==> src/logic/rv_isa_pkg.sv <==
`default_nettype none

package rv_isa_pkg;

    // data path and pc width
    localparam int xlen = 32;

    // architectural register index width
    localparam int reg_addr_w = 5;

    // opcodes without a destination register
    localparam logic [6:0] opc_store  = 7'b0100011;
    localparam logic [6:0] opc_branch = 7'b1100011;

    // r-type field layout, msb first
    typedef struct packed {
        logic [6:0]            funct7;
        logic [reg_addr_w-1:0] rs2;
        logic [reg_addr_w-1:0] rs1;
        logic [2:0]            funct3;
        logic [reg_addr_w-1:0] rd;
        logic [6:0]            opcode;
    } inst_r_t;

    // s-type layout, branches share it
    // rd slot carries imm bits here
    typedef struct packed {
        logic [6:0]            imm_hi;
        logic [reg_addr_w-1:0] rs2;
        logic [reg_addr_w-1:0] rs1;
        logic [2:0]            funct3;
        logic [4:0]            imm_lo;
        logic [6:0]            opcode;
    } inst_s_t;

    // one instruction word, two decodes
    typedef union packed {
        inst_r_t r;
        inst_s_t s;
    } inst_word_u;

endpackage

`default_nettype wire
==> src/logic/rob_pkg.sv <==
`default_nettype none

package rob_pkg;

    // width of the retirement order count
    // wide enough to never wrap in practice
    localparam int order_w = 64;

    // program end marker
    // beq x0, x0, 0 spins on itself forever
    localparam logic [rv_isa_pkg::xlen-1:0] halt_inst = 32'h00000063;

endpackage

`default_nettype wire

==> src/logic/reorder_buffer.sv <==
`timescale 1ns/1ns
`default_nettype none

module reorder_buffer #(
    parameter int rob_depth = 8,
    localparam int tag_w = $clog2(rob_depth)
) (
    input  logic                          itf,
    input  logic                          rst_n,

    // dispatch side, in program order
    input  logic                          disp_valid,
    input  rv_isa_pkg::inst_word_u        disp_inst,
    input  logic [rv_isa_pkg::xlen-1:0]   disp_pc,
    output logic                          disp_full,
    output logic [tag_w-1:0]              disp_tag,

    // writeback side, any order
    input  logic                          wb_valid,
    input  logic [tag_w-1:0]              wb_tag,
    input  logic [rv_isa_pkg::xlen-1:0]   wb_data,
    input  logic [rv_isa_pkg::xlen-1:0]   wb_next_pc,
    input  logic                          wb_mispredict,

    // head entry, combinational
    output logic                          commit_valid,
    output rv_isa_pkg::inst_word_u        commit_inst,
    output logic [rv_isa_pkg::xlen-1:0]   commit_pc,
    output logic [rv_isa_pkg::xlen-1:0]   commit_data,
    output logic [rv_isa_pkg::xlen-1:0]   commit_next_pc,
    output logic                          commit_mispredict
);

    // per-entry state bits
    logic [rob_depth-1:0]          valid_q;
    logic [rob_depth-1:0]          done_q;

    // entry payload
    rv_isa_pkg::inst_word_u        inst_q    [rob_depth];
    logic [rv_isa_pkg::xlen-1:0]   pc_q      [rob_depth];
    logic [rv_isa_pkg::xlen-1:0]   data_q    [rob_depth];
    logic [rv_isa_pkg::xlen-1:0]   next_pc_q [rob_depth];
    logic                          mispred_q [rob_depth];

    // pointers wrap on their own, depth is a power of two
    logic [tag_w-1:0]              head;
    logic [tag_w-1:0]              tail;

    // occupancy, one bit wider to hold rob_depth
    logic [tag_w:0]                count;

    logic                          do_disp;
    logic                          do_commit;
    logic                          flush;

    // tail slot still busy means tail caught up with head
    assign disp_full = valid_q[tail];
    assign disp_tag  = tail;

    assign do_disp   = disp_valid && !disp_full;
    assign do_commit = commit_valid;
    // committed mispredict drops everything younger
    assign flush     = do_commit && commit_mispredict;

    // head entry drives the commit port
    assign commit_valid      = valid_q[head] && done_q[head];
    assign commit_inst       = inst_q[head];
    assign commit_pc         = pc_q[head];
    assign commit_data       = data_q[head];
    assign commit_next_pc    = next_pc_q[head];
    assign commit_mispredict = mispred_q[head];

    // control state
    always_ff @(posedge itf) begin
        if (!rst_n) begin
            valid_q <= '0;
            done_q  <= '0;
            head    <= '0;
            tail    <= '0;
            count   <= '0;
        end else if (flush) begin
            // back to an empty buffer at slot zero
            valid_q <= '0;
            done_q  <= '0;
            head    <= '0;
            tail    <= '0;
            count   <= '0;
        end else begin
            // allocate at tail
            if (do_disp) begin
                valid_q[tail] <= 1'b1;
                done_q[tail]  <= 1'b0;
                tail          <= tail + 1'b1;
            end
            // result arrived for this tag
            if (wb_valid) begin
                done_q[wb_tag] <= 1'b1;
            end
            // retire head, last so it wins over a late writeback
            if (do_commit) begin
                valid_q[head] <= 1'b0;
                done_q[head]  <= 1'b0;
                head          <= head + 1'b1;
            end
            unique case ({do_disp, do_commit})
                2'b10:   count <= count + 1'b1;
                2'b01:   count <= count - 1'b1;
                default: count <= count;
            endcase
        end
    end

    // payload, written on allocate and on writeback
    always_ff @(posedge itf) begin
        if (do_disp) begin
            inst_q[tail] <= disp_inst;
            pc_q[tail]   <= disp_pc;
        end
        if (wb_valid) begin
            data_q[wb_tag]    <= wb_data;
            next_pc_q[wb_tag] <= wb_next_pc;
            mispred_q[wb_tag] <= wb_mispredict;
        end
    end

    // occupancy bound
    a_count_bound: assert property (
        @(posedge itf) disable iff (!rst_n)
        count <= rob_depth
    );

    // writeback only for live entries
    a_wb_live_tag: assert property (
        @(posedge itf) disable iff (!rst_n)
        wb_valid |-> valid_q[wb_tag]
    );

    // pointer based full agrees with the counter
    a_full_count: assert property (
        @(posedge itf) disable iff (!rst_n)
        disp_full |-> (count == rob_depth)
    );

endmodule

`default_nettype wire

==> src/logic/retire_tracker.sv <==
`timescale 1ns/1ns
`default_nettype none

module retire_tracker (
    input  logic                              itf,
    input  logic                              rst_n,

    // commit from the buffer head
    input  logic                              commit_valid,
    input  rv_isa_pkg::inst_word_u            commit_inst,
    input  logic [rv_isa_pkg::xlen-1:0]       commit_pc,
    input  logic [rv_isa_pkg::xlen-1:0]       commit_data,
    input  logic [rv_isa_pkg::xlen-1:0]       commit_next_pc,
    input  logic                              commit_mispredict,

    // retirement record
    output logic                              retire_valid,
    output logic [rob_pkg::order_w-1:0]       retire_order,
    output logic [rv_isa_pkg::xlen-1:0]       retire_inst,
    output logic [rv_isa_pkg::xlen-1:0]       retire_pc_rdata,
    output logic [rv_isa_pkg::xlen-1:0]       retire_pc_wdata,
    output logic [rv_isa_pkg::reg_addr_w-1:0] retire_rd_addr,
    output logic [rv_isa_pkg::xlen-1:0]       retire_rd_wdata,
    output logic                              retire_halt,

    // register file write
    output logic                              rf_we,
    output logic [rv_isa_pkg::reg_addr_w-1:0] rf_addr,
    output logic [rv_isa_pkg::xlen-1:0]       rf_data,

    // front end redirect
    output logic                              redirect_valid,
    output logic [rv_isa_pkg::xlen-1:0]       redirect_pc
);

    logic                              no_rd;
    logic [rv_isa_pkg::reg_addr_w-1:0] rd;
    logic [rv_isa_pkg::xlen-1:0]       rd_wdata;
    logic [rob_pkg::order_w-1:0]       order_cnt;

    // s-type view, stores and branches have no rd
    // their bits 11:7 are imm_lo, not a register
    assign no_rd = (commit_inst.s.opcode == rv_isa_pkg::opc_store)
                || (commit_inst.s.opcode == rv_isa_pkg::opc_branch);

    // r-type view for everything else
    assign rd = no_rd ? '0 : commit_inst.r.rd;

    // x0 writes report zero data
    assign rd_wdata = (rd == '0) ? '0 : commit_data;

    // control part of the record
    always_ff @(posedge itf) begin
        if (!rst_n) begin
            retire_valid   <= 1'b0;
            retire_halt    <= 1'b0;
            rf_we          <= 1'b0;
            redirect_valid <= 1'b0;
            retire_order   <= '0;
            order_cnt      <= '0;
        end else begin
            retire_valid   <= commit_valid;
            retire_halt    <= commit_valid && (commit_inst == rob_pkg::halt_inst);
            rf_we          <= commit_valid && (rd != '0);
            redirect_valid <= commit_valid && commit_mispredict;
            // record takes the count, counter moves on
            if (commit_valid) begin
                retire_order <= order_cnt;
                order_cnt    <= order_cnt + 1'b1;
            end
        end
    end

    // data part, qualified by the valid bits above
    always_ff @(posedge itf) begin
        retire_inst     <= commit_inst;
        retire_pc_rdata <= commit_pc;
        // resolved next pc, equals the redirect target on a mispredict
        retire_pc_wdata <= commit_next_pc;
        retire_rd_addr  <= rd;
        retire_rd_wdata <= rd_wdata;
        rf_addr         <= rd;
        rf_data         <= rd_wdata;
        redirect_pc     <= commit_next_pc;
    end

    // record only follows a commit one cycle earlier
    a_retire_after_commit: assert property (
        @(posedge itf) disable iff (!rst_n)
        retire_valid |-> $past(commit_valid)
    );

endmodule

`default_nettype wire

==> src/logic/retire_unit.sv <==
`timescale 1ns/1ns
`default_nettype none

module retire_unit #(
    parameter int rob_depth = 8,
    localparam int tag_w = $clog2(rob_depth)
) (
    input  logic                              itf,
    input  logic                              rst_n,

    // dispatch
    input  logic                              disp_valid,
    input  rv_isa_pkg::inst_word_u            disp_inst,
    input  logic [rv_isa_pkg::xlen-1:0]       disp_pc,
    output logic                              disp_full,
    output logic [tag_w-1:0]                  disp_tag,

    // writeback
    input  logic                              wb_valid,
    input  logic [tag_w-1:0]                  wb_tag,
    input  logic [rv_isa_pkg::xlen-1:0]       wb_data,
    input  logic [rv_isa_pkg::xlen-1:0]       wb_next_pc,
    input  logic                              wb_mispredict,

    // retirement record
    output logic                              retire_valid,
    output logic [rob_pkg::order_w-1:0]       retire_order,
    output logic [rv_isa_pkg::xlen-1:0]       retire_inst,
    output logic [rv_isa_pkg::xlen-1:0]       retire_pc_rdata,
    output logic [rv_isa_pkg::xlen-1:0]       retire_pc_wdata,
    output logic [rv_isa_pkg::reg_addr_w-1:0] retire_rd_addr,
    output logic [rv_isa_pkg::xlen-1:0]       retire_rd_wdata,
    output logic                              retire_halt,

    // register write and redirect
    output logic                              rf_we,
    output logic [rv_isa_pkg::reg_addr_w-1:0] rf_addr,
    output logic [rv_isa_pkg::xlen-1:0]       rf_data,
    output logic                              redirect_valid,
    output logic [rv_isa_pkg::xlen-1:0]       redirect_pc
);

    // head of buffer into the tracker
    logic                        commit_valid;
    rv_isa_pkg::inst_word_u      commit_inst;
    logic [rv_isa_pkg::xlen-1:0] commit_pc;
    logic [rv_isa_pkg::xlen-1:0] commit_data;
    logic [rv_isa_pkg::xlen-1:0] commit_next_pc;
    logic                        commit_mispredict;

    reorder_buffer #(
        .rob_depth(rob_depth)
    ) u_rob (
        .itf               (itf),
        .rst_n             (rst_n),
        .disp_valid        (disp_valid),
        .disp_inst         (disp_inst),
        .disp_pc           (disp_pc),
        .disp_full         (disp_full),
        .disp_tag          (disp_tag),
        .wb_valid          (wb_valid),
        .wb_tag            (wb_tag),
        .wb_data           (wb_data),
        .wb_next_pc        (wb_next_pc),
        .wb_mispredict     (wb_mispredict),
        .commit_valid      (commit_valid),
        .commit_inst       (commit_inst),
        .commit_pc         (commit_pc),
        .commit_data       (commit_data),
        .commit_next_pc    (commit_next_pc),
        .commit_mispredict (commit_mispredict)
    );

    retire_tracker u_tracker (
        .itf               (itf),
        .rst_n             (rst_n),
        .commit_valid      (commit_valid),
        .commit_inst       (commit_inst),
        .commit_pc         (commit_pc),
        .commit_data       (commit_data),
        .commit_next_pc    (commit_next_pc),
        .commit_mispredict (commit_mispredict),
        .retire_valid      (retire_valid),
        .retire_order      (retire_order),
        .retire_inst       (retire_inst),
        .retire_pc_rdata   (retire_pc_rdata),
        .retire_pc_wdata   (retire_pc_wdata),
        .retire_rd_addr    (retire_rd_addr),
        .retire_rd_wdata   (retire_rd_wdata),
        .retire_halt       (retire_halt),
        .rf_we             (rf_we),
        .rf_addr           (rf_addr),
        .rf_data           (rf_data),
        .redirect_valid    (redirect_valid),
        .redirect_pc       (redirect_pc)
    );

endmodule

`default_nettype wire

==> config.mk <==
export PLATFORM = sky130hd
export DESIGN_NAME = retire_unit
export DESIGN_NICKNAME = d
export VERILOG_FILES = /design/src/logic/rv_isa_pkg.sv /design/src/logic/rob_pkg.sv /design/src/logic/reorder_buffer.sv /design/src/logic/retire_tracker.sv /design/src/logic/retire_unit.sv
export SDC_FILE = /design/constraint.sdc
export NUM_CORES = 1
export LEC_CHECK = 0
export CORE_ASPECT_RATIO = 0.9
export CORE_UTILIZATION = 28
export DETAILED_ROUTE_END_ITERATION = 8
export DONT_BUFFER_PORTS = 1
export HOLD_SLACK_MARGIN = 0.06
export SLEW_MARGIN = 0
export SYNTH_ARGS = -nofsm -noshare
export SYNTH_HDL_FRONTEND = slang
export SYNTH_SLANG_ARGS = --single-unit
==> constraint.sdc <==
create_clock -name itf -period 8.93 [get_ports itf]
set_clock_uncertainty 0.05 [all_clocks]
set_input_delay 0.4465 -clock itf [delete_from_list [all_inputs] [get_ports itf]]
set_output_delay 0.4465 -clock itf [all_outputs]
set_load 0.01 [all_outputs]
==> results of run 1 <==
final cells by class:
cell class,instances,share of cell area [%]
Antenna cell,7,0.0307
Clock buffer,196,7.07
Clock inverter,66,1.34
Inverter,20,0.136
Multi-Input combinational cell,1058,18.9
Sequential cell,1322,64.5
Tap cell,2263,4.96
Timing Repair Buffer,182,3.03
cells in the final DEF (no fill, tap or decap), types with 10 or more instances in the layout:
cell / count
a21oi_1: 98
and2_1: 10
and3_1: 16
buf_4: 45
clkbuf_1: 32
clkbuf_16: 147
clkbuf_8: 17
clkinv_1: 11
clkinv_2: 16
dfxtp_1: 284
dlygate4sd3_1: 135
edfxtp_1: 1032
inv_1: 18
mux2_2: 87
mux2i_1: 67
mux4_2: 248
nand2_1: 174
nand2b_1: 15
nand3_1: 29
nand4_1: 30
nor2_1: 93
nor4_1: 11
o21ai_1: 16
or3_1: 17
xor2_1: 20
cells in the mapped netlist (3+ instances only):
master | number | area share (%)
o21ai_0 | 6 | 0.062
nor4_1 | 13 | 0.17
nor2b_1 | 7 | 0.090
a21oi_1 | 98 | 1.0
mux4_2 | 248 | 11
o21a_1 | 6 | 0.093
o21ai_1 | 17 | 0.17
edfxtp_1 | 1032 | 64
ha_1 | 3 | 0.077
xnor2_1 | 9 | 0.16
nand3_1 | 29 | 0.30
nor3_1 | 16 | 0.16
and4_1 | 5 | 0.090
dfxtp_1 | 290 | 12
and2_1 | 10 | 0.13
o211ai_1 | 3 | 0.046
a311oi_1 | 8 | 0.14
nor2_1 | 99 | 0.76
nand2_1 | 174 | 1.3
nand4_1 | 30 | 0.39
and3_1 | 16 | 0.21
buf_4 | 74 | 1.1
buf_2 | 14 | 0.14
buf_6 | 6 | 0.14
buf_1 | 30 | 0.23
inv_1 | 18 | 0.14
mux2i_1 | 67 | 1.4
or3_1 | 17 | 0.22
clkbuf_1 | 66 | 0.51
nand2b_1 | 15 | 0.19
o31ai_1 | 7 | 0.11
xor2_1 | 20 | 0.36
a211oi_1 | 7 | 0.11
or4_1 | 6 | 0.093
mux2_2 | 87 | 2.0
a22oi_1 | 7 | 0.11
or2_1 | 3 | 0.039
stage by stage:
step	std cells	worst slack, ns	instance area, um2
2_1_floorplan	2592	1.38	48600
3_3_place_gp	4709	4.43	50900
3_5_place_dp	4709	4.51	50900
4_1_cts	5107	4.26	57000
5_1_grt	5111	3.97	57100
6_report	5114	4.45	57100
registers in the layout (all words and copies together) (netlist names), 32 cells and up, named ones only:
name and cells:
u_tracker.retire_pc_rdata 32, u_tracker.retire_rd_wdata 32, u_rob.inst_q 256, u_tracker.retire_pc_wdata 32
u_tracker.retire_inst 32, u_tracker.retire_order 64, u_tracker.order_cnt 64, u_rob.data_q 256
u_rob.next_pc_q 256, u_rob.pc_q 256
per-layer routing:
metal / track usage (%) / vias up
met4: 4.38 / 16
met2: 22.0 / 504
met1: 16.0 / 12290
met3: 3.61 / 204
met5: 0 / -
li1: - / 10444
kinds of logic (layout without fill, tap and decap cells):
| logic type | count (synthesis) | in the layout | synth area share, % |
|---|---|---|---|
| flip-flops | 1322 | 1322 | 75.6 |
| AND/OR/NAND/NOR | 454 | 454 | 4.48 |
| multiplexers | 402 | 402 | 14.9 |
| buffers and inverters | 212 | 464 | 2.38 |
| AO/OA/AOI/OAI | 170 | 170 | 2.03 |
| XOR/XNOR | 29 | 29 | 0.522 |
| adder cells (fa/ha/maj) | 3 | 3 | 0.0772 |
| other | 0 | 7 | 0 |
worst paths after layout:
kind                                         from                                   end  slack (ns)  cells past startpoint
max reg2reg            u_rob.head[0]$_SDFFE_PP0P_  u_tracker.order_cnt[14]$_SDFFE_PN0P_        4.45                      9
min reg2reg  u_tracker.order_cnt[63]$_SDFFE_PN0P_  u_tracker.order_cnt[63]$_SDFFE_PN0P_        0.44                      2
max                    u_rob.head[0]$_SDFFE_PP0P_  u_tracker.order_cnt[14]$_SDFFE_PN0P_        4.45                      9
min                                    disp_valid           u_rob.pc_q[4][31]$_DFFE_PP_        0.17                      2
where the power goes:
part           total [uW]  internal [uW]  switching [uW]
Combinational         452            177             274
Clock                5950           3420            2530
Sequential           7000           6870             131
what timing repair did:
item                      4_1_cts  5_1_grt
setup buffers                   0        0
hold buffers                  136        0
hold endpoints to repair     1128        0
==> flow_summary.yaml, run 1 <==
outcome:
  status: "finished clean"
logic_synthesis:
  syn_area_um2: 48600
  synth_cell_type_count: 58
  synthArstFlopShare_pct: 0
  yosys_warnings: 0
  synth_cells: 2592
  synth.net_count: 2731
  synth_seq_area_share_pct: 75.6
  synth_flop_cell: "edfxtp_1"
  syn_avg_cell_area_um2: 18.8
  ys_seq_elements: 1322
  synth_edf_count: 1032
placement:
  portBuffers: 0
  gp_congestion: 0.731
  hpwl_um: 65800
setup_path:
  crit_slowest_cell: "dfxtp_4"
  path_cells: "buf_12 -> nand3_1 -> o211ai_1 -> and4_4 -> buf_4 -> nand3_1 -> o21a_1 -> o21a_1 -> dlygate4sd3_1"
  worstPathRequired_ns: 9.54
  max_stage_delay_ns: 0.86
  crit_family: "buffers and inverters"
  path_class: "flop to flop"
  cp-start-kind: "flop"
  path_buf_inv: 3
  worst_setup_path_end_kind: "flop"
  critPathMaxFanout: 97
  worstPathArrival_ns: 5.10
job:
  drv_cap: 0
layout:
  nets: 2865
  syn2layout_area_growth_pct: 17.3
  multi_input_area_um2: 10800
  num-fill-cells: 16371
  final_util_pct: 33.2
  drive_above_1_share_pct: 22.4
  seq_area_um2: 36800
min_path:
  hold_class: "input port to flop"
detailed_routing:
  met1_length_um: 48100
  drt_first_pass_iters: 4
  drtAntennaViolNets: 0
  dr_wl_met2_um: 57500
  top_layer_used: "met5"
  route.detailed.drc: 0
  vias: 23458
  wl_per_cell_um: 22.5
  viasPerCell: 4.59
  wl_met3_um: 6420
  first_iter_violations: 1596
  drt_wl_total_um: 115000
cts:
  clk-insertion-delay-late_ns: 0.77
  cts_tree: "yes"
  cts_buffers: 142
  clockBufferDepth: 3
  clock-sinks: 1322
  clkSlewWorstSetupHoldPaths_ns: 0.06
  htree_num_levels: 4
  root_buffer: "clkbuf_16"
  cts_resized: 0
sta:
  fmax_mhz: 223
  slew_viol_final: 0
  rsz0062_at_grt: "false"
  finalHoldViolCount: 0
  period_share_pct: 50.2
  fin_hold_ws_ns: 0.172
  relSlewSlack_pct: 19.9
  worst_slew_pin_slew_ns: 1.19
  setup_viol: 0
  finalCriticalPeriod_ns: 4.48
  tns_ns: 0
die:
  fp.dieH_um: 397
  fp.dieArea_um2: 175000
  io_pins: 410
  core_region_area_um2: 172000
  core.rowCount: 144
  initial_core_util_pct: 28.3
  dieWidth_um: 441
grt:
  grt_use_total_pct: 13.0
  grt_max_degree: 98
  grt_pass1_vias: 24345
  antenna_found_initial: 21
  grt_pass1_wl_um: 167000
  grt_overflow: 0
pwr:
  leakagePower_uw: 0.0175
  power.density_nw_per_um2: 235
  power.total_uw: 13400
  vdd.ir_drop.worst_mv: 0.204
No activity file was read; power rests on OpenSTA's default activity.
==> inputs of run 2 (changes only) <==
==> constraint.sdc (replaced) <==
create_clock -name itf -period 4.2 [get_ports itf]
set_clock_uncertainty 0.05 [all_clocks]
set_input_delay 0.21 -clock itf [delete_from_list [all_inputs] [get_ports itf]]
set_output_delay 0.21 -clock itf [all_outputs]
set_load 0.01 [all_outputs]
==> run 2 against run 1 <==
Effect of this change:
- wire length decreased by 1.2%
- cell count up 0.23%
- critical path depth down 1
- fmax up 42%
- sequential share of layout area is 0.27 points lower
- highest routed layer unchanged
==> flow_summary.yaml, run 2 (same netlist as run 1, synthesis figures left out) <==
layout:
  syn2layout_area_growth_pct: 17.8
  num-fill-cells: 16232
  nets: 2882
  drive_above_1_share_pct: 22.4
  most-common-layout-cells: "1032 x edfxtp_1, 284 x dfxtp_1, 248 x mux4_2, 174 x nand2_1, 140 x clkbuf_16"
  final_common_cell: "edfxtp_1"
cts:
  cts_tree: "yes"
  clk-insertion-delay-late_ns: 0.79
  cts_buffers: 139
  clockBufferDepth: 3
  root_buffer: "clkbuf_16"
  clock-sinks: 1322
  htree_num_levels: 4
  post-cts-setup-buffer-count: 0
  clkSlewWorstSetupHoldPaths_ns: 0.06
die:
  fp.dieH_um: 397
  io_pins: 410
  fp.dieArea_um2: 175000
  initial_core_util_pct: 28.3
  core_region_area_um2: 172000
  core.rowCount: 144
  dieWidth_um: 441
sta:
  setup_viol: 0
  finalCriticalPeriod_ns: 3.15
  relSlewSlack_pct: 23.7
  slew_viol_final: 0
  period_share_pct: 74.9
  worst_slew_pin_slew_ns: 1.14
  fin_hold_ws_ns: 0.186
  tns_ns: 0
  finalHoldViolCount: 0
  fmax_mhz: 318
  rsz0062_at_grt: "false"
detailed_routing:
  first_iter_violations: 1539
  drt_wl_total_um: 114000
  wl_per_cell_um: 22.2
  drt_first_pass_iters: 5
  drtAntennaViolNets: 0
  vias: 23382
  route.detailed.drc: 0
  viasPerCell: 4.56
setup_path:
  r2r-end: "u_tracker.order_cnt[14]$_SDFFE_PN0P_"
  worstPathArrival_ns: 3.75
  worstPathRequired_ns: 4.80
  critPathMaxFanout: 37
  cp-start-kind: "flop"
  crit_end: "u_tracker.order_cnt[14]$_SDFFE_PN0P_"
  crit_path_frequent_cell: "o21a_1"
  max_stage_delay_ns: 0.59
  r2r_setup_slack_ns: 1.05
  setup.worst_path.start: "u_rob.head[1]$_SDFFE_PP0P_"
  crit_slowest_cell: "dfxtp_4"
  path_class: "flop to flop"
  worst_setup_path_end_kind: "flop"
  path_cells: "nor2b_1 -> o211ai_1 -> and4_4 -> buf_4 -> nand3_1 -> o21a_1 -> o21a_1 -> dlygate4sd3_1"
  timing.rr.start: "u_rob.head[1]$_SDFFE_PP0P_"
  reg2regPathDepth: 8
min_path:
  hold_class: "input port to flop"
grt:
  grt_use_total_pct: 12.9
  grt_overflow: 0
  grt_pass1_vias: 24473
  grt_pass1_wl_um: 166000
  antenna_found_initial: 21
  grt_max_degree: 106
pwr:
  leakagePower_uw: 0.0176
  vdd.ir_drop.worst_mv: 0.408
  power.density_nw_per_um2: 493
outcome:
  status: "finished clean"
job:
  drv_cap: 0
placement:
  hpwl_um: 66800
  gp_congestion: 0.742
  portBuffers: 0
run 2: critical path: cells and delay by family (launching register included):
family	cells	cell delay, ns
simple gates	3	0.93
buf+inv	2	0.89
flops	1	0.59
compound gates	3	0.57
run 2: what timing repair did:
action                     4_1_cts  5_1_grt
hold endpoints to repair      1325        0
hold buffers                   140        0
setup endpoints to repair        0        0
resized for setup                0        0
run 2: cell type report:
type                       instances  area [um2]  area share (%)
antenna                            5        12.5          0.0218
clock buffer                     202        3960            6.90
clock inverter                    54         701            1.22
inverter                          20        76.3           0.133
multi-input combinational       1058       10900            18.9
sequential                      1322       36800            64.2
tap                             2263        2830            4.94
timing repair buffer             202        2060            3.60
run 2: worst min-delay path by stage:
stage / from / endpoint / slack [ns] / cells past startpoint
after floorplan: wb_data[0] / u_rob.data_q[0][0]$_DFFE_PP_ / 0.26 / 0
after CTS: disp_inst[19] / u_rob.inst_q[1][19]$_DFFE_PP_ / 0.11 / 1
final: wb_valid / u_rob.next_pc_q[4][12]$_DFFE_PP_ / 0.19 / 2
after global routing: disp_inst[18] / u_rob.inst_q[5][18]$_DFFE_PP_ / 0.15 / 1
after global placement: wb_data[2] / u_rob.data_q[4][2]$_DFFE_PP_ / 0.26 / 0
after detailed placement: disp_pc[3] / u_rob.pc_q[2][3]$_DFFE_PP_ / 0.26 / 0
run 2: per-stage QoR:
| stage | cell area (um2) | util [%] | total power, uW | cells | setup WS, ns |
|---|---|---|---|---|---|
| floorplan | 48700 | - | 15600 | 2592 | -1.72 |
| global placement | 51200 | 29.8 | 15900 | 4725 | 1.08 |
| detailed placement | 51200 | 29.8 | 16000 | 4725 | 1.04 |
| CTS | 57300 | 33.3 | 28700 | 5121 | 0.962 |
| global route | 57300 | 33.3 | 29200 | 5126 | 0.831 |
| finish | 57300 | 33.3 | 28300 | 5126 | 1.05 |
run 2: where the power goes:
group / switching (uW) / leakage, uW / total [uW] / internal, uW
Clock: 5250 / 0.00226 / 12400 / 7130
Sequential: 286 / 0.0118 / 14900 / 14600
Combinational: 587 / 0.00359 / 978 / 391
run 2: layer usage:
metal | global-route usage (%) | vias up | routed length, um
li1 | - | 10468 | -
met1 | 15.7 | 12176 | 47000
met2 | 22.0 | 525 | 57400
met3 | 3.72 | 193 | 6770
met4 | 3.73 | 20 | 2520
met5 | 0 | - | 112
